--- src/common/lock_defs.svh ---
`ifndef LOCK_DEFS_SVH
`define LOCK_DEFS_SVH

////////////////////
// datapath widths
////////////////////

`define LOCK_W_SAMPLE     16       // error detector sample
`define LOCK_W_SUM        32       // pid sum
`define LOCK_W_OUT        16       // actuator word
`define LOCK_W_MLT        8        // output multiplier
`define LOCK_W_GAIN       8        // p, i and d gains
`define LOCK_COMP_LATENCY 1        // cycles spent in st_compute

////////////////////
// parameter bank reset values
////////////////////

`define LOCK_MAX_INIT     16000    // upper output bound
`define LOCK_MIN_INIT     (-16000) // lower output bound
`define LOCK_OUT_INIT     0        // output while unlocked
`define LOCK_MULT_INIT    1        // unity scaling

`endif

--- src/common/lock_data_pkg.sv ---
`include "lock_defs.svh"

package lock_data_pkg;

	////////////////////
	// scalar types
	////////////////////

	typedef logic signed [`LOCK_W_SAMPLE-1:0] sample_t;   // adc side sample
	typedef logic signed [`LOCK_W_SUM-1:0]    pid_sum_t;  // filter output
	typedef logic signed [`LOCK_W_OUT-1:0]    out_word_t; // actuator word
	typedef logic        [`LOCK_W_MLT-1:0]    mult_t;     // unsigned scale
	typedef logic signed [`LOCK_W_GAIN-1:0]   gain_t;     // signed gain

	////////////////////
	// strobed beats
	////////////////////

	typedef struct packed {
		logic    valid; // one cycle strobe
		sample_t data;
	} sample_beat_t;

	typedef struct packed {
		logic     valid;
		pid_sum_t data;
	} sum_beat_t;

	typedef struct packed {
		logic      valid;
		out_word_t data; // only meaningful with valid
	} out_beat_t;

endpackage

--- src/common/lock_ctrl_pkg.sv ---
package lock_ctrl_pkg;

	import lock_data_pkg::*;

	////////////////////
	// control panel set
	////////////////////

	// whole set moves as one 96 bit word
	typedef struct packed {
		sample_t   setpoint; // subtracted from every sample
		gain_t     kp;       // proportional gain
		gain_t     ki;       // integral gain
		gain_t     kd;       // derivative gain
		out_word_t out_max;  // upper clamp
		out_word_t out_min;  // lower clamp
		out_word_t out_init; // output while unlocked
		mult_t     mult;     // pid sum scaling
	} lock_params_t;

	////////////////////
	// preprocessor fsm
	////////////////////

	typedef enum logic [1:0] {
		st_idle,    // wait for a sum strobe
		st_compute, // let the datapath settle
		st_send,    // output valid high
		st_done     // latch previous output
	} opp_state_t;

endpackage

--- src/hdl/lock_top.sv ---
`timescale 1ns/1ps

module lock_top
	import lock_data_pkg::*, lock_ctrl_pkg::*;
(
	input  logic         clk_in,
	input  logic         reset_in,
	input  sample_beat_t sample_in, // error detector stream
	input  logic         lock_en,   // closes the loop
	input  lock_params_t params_in, // staged panel values
	input  logic         update_en, // arms update
	input  logic         update,    // load strobe
	output out_beat_t    data_out   // four cycles after sample
);

lock_params_t params;        // active parameter set
logic         params_loaded; // realign pulse to both cores
sum_beat_t    sum_beat;      // pid filter to preprocessor

////////////////////
// blocks
////////////////////

param_bank u_param_bank (
	.clk_in        (clk_in),
	.reset_in      (reset_in),
	.params_in     (params_in),
	.update_en     (update_en),
	.update        (update),
	.params        (params),
	.params_loaded (params_loaded)
);

pid_filter u_pid_filter (
	.clk_in        (clk_in),
	.reset_in      (reset_in),
	.sample        (sample_in),
	.lock_en       (lock_en),
	.params        (params),
	.params_loaded (params_loaded),
	.sum_beat      (sum_beat)       // two cycle latency
);

output_preprocessor u_output_preprocessor (
	.clk_in        (clk_in),
	.reset_in      (reset_in),
	.sum_beat      (sum_beat),
	.lock_en       (lock_en),
	.params        (params),
	.params_loaded (params_loaded),
	.data_out      (data_out)       // busy for four cycles per beat
);

endmodule

--- src/hdl/param_bank.sv ---
`timescale 1ns/1ps

`include "lock_defs.svh"

module param_bank
	import lock_data_pkg::*, lock_ctrl_pkg::*;
(
	input  logic         clk_in,
	input  logic         reset_in,
	input  lock_params_t params_in,     // staged panel values
	input  logic         update_en,     // arms the update strobe
	input  logic         update,        // load strobe
	output lock_params_t params,        // active set
	output logic         params_loaded  // one cycle after a load
);

////////////////////
// reset set
////////////////////

localparam lock_params_t params_reset = '{
	setpoint: sample_t'(0),
	kp:       gain_t'(0),
	ki:       gain_t'(0),
	kd:       gain_t'(0),
	out_max:  out_word_t'(`LOCK_MAX_INIT),
	out_min:  out_word_t'(`LOCK_MIN_INIT),
	out_init: out_word_t'(`LOCK_OUT_INIT),
	mult:     mult_t'(`LOCK_MULT_INIT)
};

logic load; // qualified update

assign load = update & update_en; // strobe ignored unless armed

////////////////////
// registers
////////////////////

always_ff @(posedge clk_in) begin
	if (reset_in) begin
		params        <= params_reset;
		params_loaded <= 1'b0;
	end else begin
		params_loaded <= load; // cores realign on this pulse
		if (load) begin
			params <= params_in; // all fields at once
		end
	end
end

endmodule

--- src/output_preprocessor/output_preprocessor.sv ---
`timescale 1ns/1ps

`include "lock_defs.svh"

module output_preprocessor
	import lock_data_pkg::*, lock_ctrl_pkg::*;
(
	input  logic         clk_in,
	input  logic         reset_in,
	input  sum_beat_t    sum_beat,      // from pid filter
	input  logic         lock_en,       // low forces out_init
	input  lock_params_t params,        // bounds, init and multiplier
	input  logic         params_loaded, // reload previous output
	output out_beat_t    data_out       // actuator beat
);

////////////////////
// widths
////////////////////

localparam int w_prod = `LOCK_W_SUM + `LOCK_W_MLT + 1; // sum times zero extended mult
localparam int w_acc  = w_prod + 1;                    // plus previous output
localparam int w_cnt  = 8;

localparam logic [w_cnt-1:0] cnt_last = w_cnt'(`LOCK_COMP_LATENCY - 1);

opp_state_t              state;
opp_state_t              state_next;
logic [w_cnt-1:0]        cnt;        // cycles spent in st_compute
pid_sum_t                sum_r;      // sum captured in st_idle
out_word_t               out_prev;   // last sent output
logic signed [w_prod-1:0] stage_mult;
logic signed [w_acc-1:0] stage_add;
logic signed [w_acc-1:0] stage_sel;
logic signed [w_acc-1:0] stage_max;
logic signed [w_acc-1:0] stage_min;
out_word_t               out_next;   // clamped result

////////////////////
// datapath
////////////////////

assign stage_mult = sum_r * $signed({1'b0, params.mult}); // mult treated as unsigned
assign stage_add  = stage_mult + out_prev;                // accumulate onto last output
assign stage_sel  = lock_en ? stage_add : params.out_init;
assign stage_max  = (stage_sel > params.out_max) ? params.out_max : stage_sel;
assign stage_min  = (stage_max < params.out_min) ? params.out_min : stage_max; // min wins
assign out_next   = stage_min[`LOCK_W_OUT-1:0]; // in range after clamp

assign data_out = '{valid: (state == st_send), data: out_next};

always_ff @(posedge clk_in) begin
	if (state == st_idle && sum_beat.valid) begin
		sum_r <= sum_beat.data; // busy states drop the beat
	end
end

always_ff @(posedge clk_in) begin
	if (reset_in) begin
		out_prev <= out_word_t'(`LOCK_OUT_INIT);
	end else if (params_loaded) begin
		out_prev <= params.out_init; // restart from new init
	end else if (state == st_done) begin
		out_prev <= out_next;
	end
end

////////////////////
// fsm
////////////////////

always_ff @(posedge clk_in) begin
	if (reset_in) begin
		state <= st_idle;
	end else begin
		state <= state_next;
	end
end

always_ff @(posedge clk_in) begin
	if (reset_in) begin
		cnt <= '0;
	end else if (state != st_compute) begin
		cnt <= '0; // zero on entry to compute
	end else begin
		cnt <= cnt + 1'b1;
	end
end

always_comb begin
	state_next = state;
	case (state)
		st_idle: begin
			if (sum_beat.valid) begin
				state_next = st_compute;
			end
		end
		st_compute: begin
			if (cnt == cnt_last) begin
				state_next = st_send; // latency reached
			end
		end
		st_send: begin
			state_next = st_done; // valid for one cycle
		end
		st_done: begin
			state_next = st_idle;
		end
		default: begin
			state_next = st_idle;
		end
	endcase
end

endmodule

--- src/pid_filter/pid_filter.sv ---
`timescale 1ns/1ps

`include "lock_defs.svh"

module pid_filter
	import lock_data_pkg::*, lock_ctrl_pkg::*;
(
	input  logic         clk_in,
	input  logic         reset_in,
	input  sample_beat_t sample,        // error detector beat
	input  logic         lock_en,       // low holds integrator at zero
	input  lock_params_t params,        // setpoint and gains
	input  logic         params_loaded, // new set, restart history
	output sum_beat_t    sum_beat       // two cycles after sample
);

////////////////////
// widths
////////////////////

localparam int w_err  = `LOCK_W_SAMPLE + 1;            // sample minus setpoint
localparam int w_diff = w_err + 1;                     // error minus previous error
localparam int w_wide = `LOCK_W_SUM + `LOCK_W_GAIN + 2; // i term plus carry room

localparam logic signed [w_wide-1:0] sum_max =
	{{(w_wide-`LOCK_W_SUM+1){1'b0}}, {(`LOCK_W_SUM-1){1'b1}}};
localparam logic signed [w_wide-1:0] sum_min = ~sum_max;

// clip a wide value into the 32 bit sum range
function automatic pid_sum_t sat_sum(input logic signed [w_wide-1:0] v);
	pid_sum_t r;
	if (v > sum_max) begin
		r = sum_max[`LOCK_W_SUM-1:0];
	end else if (v < sum_min) begin
		r = sum_min[`LOCK_W_SUM-1:0];
	end else begin
		r = v[`LOCK_W_SUM-1:0];
	end
	return r;
endfunction

logic                     clear;     // wipe integrator and history
logic signed [w_err-1:0]  err_now;   // combinational error
logic signed [w_err-1:0]  err_r;     // stage one error
logic signed [w_err-1:0]  err_prev;  // error of last sample
logic signed [w_diff-1:0] diff_now;
logic signed [w_diff-1:0] diff_r;    // stage one difference
logic                     valid_r;   // stage one strobe
pid_sum_t                 acc;       // integrator
pid_sum_t                 acc_next;
logic signed [w_wide-1:0] acc_wide;
logic signed [w_wide-1:0] p_term;
logic signed [w_wide-1:0] i_term;
logic signed [w_wide-1:0] d_term;
logic signed [w_wide-1:0] sum_wide;
pid_sum_t                 sum_r;     // stage two sum
logic                     sum_valid; // stage two strobe

assign clear = ~lock_en | params_loaded;

////////////////////
// stage one
////////////////////

assign err_now  = sample.data - params.setpoint; // 17 bits, no wrap
assign diff_now = err_now - err_prev;

always_ff @(posedge clk_in) begin
	if (reset_in) begin
		valid_r <= 1'b0;
	end else begin
		valid_r <= sample.valid;
	end
end

always_ff @(posedge clk_in) begin
	if (sample.valid) begin
		err_r  <= err_now;
		diff_r <= diff_now;
	end
end

always_ff @(posedge clk_in) begin
	if (reset_in || clear) begin
		err_prev <= '0;
	end else if (sample.valid) begin
		err_prev <= err_now; // history for the d term
	end
end

////////////////////
// stage two
////////////////////

assign acc_wide = acc + err_r;         // sign extended before add
assign acc_next = sat_sum(acc_wide);   // integrator never wraps
assign p_term   = err_r * params.kp;
assign i_term   = acc_next * params.ki; // uses the updated integral
assign d_term   = diff_r * params.kd;
assign sum_wide = p_term + i_term + d_term;

always_ff @(posedge clk_in) begin
	if (reset_in || clear) begin
		acc <= '0;
	end else if (valid_r) begin
		acc <= acc_next;
	end
end

always_ff @(posedge clk_in) begin
	if (reset_in) begin
		sum_valid <= 1'b0;
	end else begin
		sum_valid <= valid_r;
	end
end

always_ff @(posedge clk_in) begin
	if (valid_r) begin
		sum_r <= sat_sum(sum_wide);
	end
end

assign sum_beat = '{valid: sum_valid, data: sum_r};

endmodule

--- config.mk ---
export PLATFORM = sky130hd
export DESIGN_NAME = lock_top
export DESIGN_NICKNAME = d
export VERILOG_FILES = /design/src/common/lock_data_pkg.sv /design/src/common/lock_ctrl_pkg.sv /design/src/hdl/lock_top.sv /design/src/hdl/param_bank.sv /design/src/output_preprocessor/output_preprocessor.sv /design/src/pid_filter/pid_filter.sv
export VERILOG_INCLUDE_DIRS = /design/src /design/src/common
export SDC_FILE = /design/constraint.sdc
export NUM_CORES = 2
export LEC_CHECK = 0
export BUFFER_PORTS_ARGS = -buffer_cell sky130_fd_sc_hd__buf_2
export CAP_MARGIN = 20
export CORE_UTILIZATION = 50
export CTS_CLUSTER_SIZE = 30
export DETAILED_ROUTE_END_ITERATION = 10
export PLACE_DENSITY = 0.68
export SYNTH_ARGS = -nofsm -noshare
export SYNTH_HDL_FRONTEND = slang
export SYNTH_SLANG_ARGS = --single-unit
--- constraint.sdc ---
create_clock -name clk_in -period 22.4 [get_ports clk_in]
set_input_delay 3.36 -clock clk_in [delete_from_list [all_inputs] [get_ports clk_in]]
set_output_delay 3.36 -clock clk_in [all_outputs]
set_load 0.005 [all_outputs]
==> summary.txt <==
Power
  – Power density over the cells: 86.00 nW/um^2
  – Clock Power Share: 13.9%
  – IR Drop Worst-Case VDD: 86.77 uV
  – Part of the power in combinational logic: 69.2%
  – Sw Pwr: 0.002089 W
  – P_leak: 24.78 nW
  – Flop pwr share: 16.9%
  – Internal power: 0.002205 W
  – Switching part of the total: 48.65%

Detailed routing
  – Routed Antenna Nets: 0
  – Avg WL per Cell: 17.43 um
  – Via density: 5.379
  – Starting DRT DRC Count: 2207
  – Via count: 35541
  – WL final: 115100 um
  – Residual DRC: 0
  – DR pass1 iterations: 6

GRT
  – First-pass GRT wire length: 189000 um
  – Antenna violations before repair: 5
  – Vias in the first global route: 36454
  – GRT overflow: 0
  – Pin count of the biggest net entering global routing: 99
  – Total track usage: 24.81%

Place
  – PortBufs: 134
  – Final GP Congestion: 0.9146
  – Post-DP HPWL: 93870 um
  – Placed Cells: 6537

STA
  – Final setup fails: 0
  – Final setup TNS: 0 ns
  – Final Critical Period: 16.59 ns
  – Relative slew margins: 29.24%
  – Worst slew pin tran: 1.058 ns
  – RSZ-0062 raised after global routing: false
  – Final Cycle Share: 74.07%
  – Final count of pins violating max slew: 0
  – Fmax: 0.06027 GHz
  – Hold Fails Final Rpt: 0
  – Clock skew: 0.02410 ns

Worst hold path
  – Min-delay worst type: reg2reg

Yosys
  – Top-area cell type share of the netlist area: 30.16%
  – Most used DFF post-synth: dfxtp_1
  – Net Count, Synth: 6562
  – Mean post-synth cell area: 8.847 um^2
  – Post-synth ARST share: 0%
  – Post-synth EDFFs: 99
  – Post-synthesis sequential area ratio: 13.82%
  – Netlist Area Pre-Place: 46730 um^2
  – Area contributors post-synth: fa_1, ha_1, dfxtp_1
  – Synth Register Bits: 273
  – Yosys warning count: 0
  – Library cells used by synthesis: 91
  – Biggest area consumer among synthesized cells: fa_1
  – Instance count of the mapped netlist: 5282

Clocking
  – # resized after CTS: 0
  – CTS buffer count: 35
  – Clock sinks: 273
  – Clock tree buffer depth: 3
  – Post-CTS setup buffers: 0
  – Cts-stage hold buffer count: 0
  – TritonCTS clock tree: yes
  – Worst skew pair latency: 0.57 ns
  – Reg clk slew, reported paths: 0.06 ns
  – Root buf cell: clkbuf_16
  – # H-tree levels: 2

Floorplan
  – Area of the core: 92080 um^2
  – I/O pins: 135
  – Chip height: 307.7 um
  – Die Span X: 307.7 um
  – Core Rows: 111
  – Die ar.: 94680 um^2
  – Initial Util: 50.75%

Status
  – Status: completed

Layout
  – Final Non-Filler Cells: 6607
  – Proportion of layout cells with a drive suffix above 1: 6.587%
  – P&R area growth vs syn: 6.855%
  – Final-stage net count: 6612

Job
  – Total of max-cap violations: 0

Worst setup path
  – Worst path slowest cell: mux2_2
  – Max incr delay on CP: 0.66 ns
  – CP Capture Type: output port
  – CP startpoint kind: flop
  – WP data arrival: 13.23 ns
  – Crit-path max FO: 33
  – CP required: 19.04 ns
  – Worst Setup Path Type: reg2out
power groups by stage:
stage	Clock (W)	Combinational, W	Sequential [W]
after floorplan	0	0.00227	0.000692
after global placement	0	0.00290	0.000731
after detailed placement	0	0.00295	0.000733
after CTS	0.000612	0.00297	0.000724
after global routing	0.000627	0.00333	0.000732
final	0.000598	0.00297	0.000725
stage by stage:
step / total power, W / hold WS [ns] / utilization [%] / worst slack (ns) / instance area [um^2]
finish: 0.004294 / 0.4171 / 54.23 / 5.808 / 49930
global route: 0.004689 / 0.4218 / 54.23 / 4.838 / 49930
detailed placement: 0.003680 / 0.4045 / 52.87 / 6.395 / 48680
CTS: 0.004305 / 0.4186 / 54.19 / 5.794 / 49900
floorplan: 0.002964 / 0.4003 / - / 8.152 / 46730
global placement: 0.003632 / 0.4012 / 52.87 / 6.676 / 48680
cells in the final DEF (no fill, tap or decap), types with 25 or more instances in the layout:
| cell type | n |
|---|---|
| a21oi_1 | 285 |
| fa_1 | 704 |
| nand3_1 | 54 |
| dfxtp_1 | 172 |
| ha_1 | 458 |
| inv_1 | 920 |
| buf_4 | 41 |
| a21o_1 | 122 |
| nand2b_1 | 64 |
| edfxtp_1 | 99 |
| o21ai_1 | 41 |
| nand4_1 | 27 |
| o21ai_0 | 143 |
| buf_2 | 133 |
| mux2i_1 | 25 |
| nor2_1 | 222 |
| xnor2_1 | 147 |
| nor2b_1 | 31 |
| mux2_2 | 30 |
| and3_1 | 29 |
| xor2_1 | 81 |
| clkbuf_16 | 37 |
| nand2_1 | 546 |
| a31oi_1 | 27 |
| and2_1 | 470 |
| o21bai_1 | 42 |
| nor3_1 | 81 |
kinds of logic (layout without fill, tap and decap cells):
| logic type | count (synthesis) | after routing | share of synthesized area (%) |
|---|---|---|---|
| and+or+nand+nor | 1601 | 1601 | 17.10 |
| adders and majority gates | 1183 | 1183 | 42.90 |
| buffers and inverters | 1084 | 1161 | 8.769 |
| AOI/OAI and AO/OA | 848 | 848 | 11.60 |
| DFF | 273 | 273 | 13.82 |
| xor gates and xnor gates | 231 | 231 | 4.330 |
| muxes | 62 | 62 | 1.481 |
| other | 0 | 5 | 0 |
cell type report:
class,count,area (um^2)
clock inverter,21,221.5
sequential,273,6459
inverter,922,3461
timing repair buffer,175,993.5
fill,8489,42150
clock buffer,43,998.5
tap,1243,1555
antenna,5,12.51
multi-input combinational,3925,36230
critical path, delay by kind of cell, from the launching register on:
family          cells  cell delay, ns
simple gates       10            1.85
compound gates     15            4.08
xor+xnor            1            0.26
fa+ha+maj           8            3.45
buf+inv             7            0.95
flops               1            0.31
mux                 3            1.72
Yosys cell counts, types with 29 or more instances:
cell type / n
a21o_1: 122
a21oi_1: 285
and2_1: 471
and3_1: 29
clkbuf_1: 130
dfxtp_1: 174
edfxtp_1: 99
fa_1: 704
ha_1: 458
inv_1: 920
mux2_2: 30
nand2_1: 547
nand2b_1: 64
nand3_1: 54
nor2_1: 224
nor2b_1: 31
nor3_1: 81
o21ai_0: 143
o21ai_1: 41
o21bai_1: 42
xnor2_1: 150
xor2_1: 81
final timing paths:
check / startpoint / endpoint / depth (start not counted) / slack [ns]
min reg2reg: u_pid_filter.sum_r[19] / u_output_preprocessor.sum_r[19] / 0 / 0.42
min: u_pid_filter.sum_r[19] / u_output_preprocessor.sum_r[19] / 0 / 0.42
max: u_param_bank.params[0] / data_out[4] / 44 / 5.81
max reg2reg: u_pid_filter.err_r[3] / u_pid_filter.sum_r[18] / 46 / 9.17
state kept, by name, indices dropped and copies added (netlist names):
name and count:
u_output_preprocessor.cnt 8, u_output_preprocessor.out_prev 16, u_output_preprocessor.state 2, u_output_preprocessor.sum_r 32
u_param_bank.params 96, u_param_bank.params_loaded 1, u_pid_filter.acc 32, u_pid_filter.diff_r 18
u_pid_filter.err_prev 17, u_pid_filter.err_r 17, u_pid_filter.sum_r 32, u_pid_filter.sum_valid 1
u_pid_filter.valid_r 1
layer usage:
layer | part of all wire (%) | track usage [%]
met1 | 45 | 33.19
met2 | 48 | 42.97
met3 | 4.3 | 2.299
met4 | 2.4 | 6.468
met5 | 0 | 0
No activity file was read; power rests on OpenSTA's default activity.
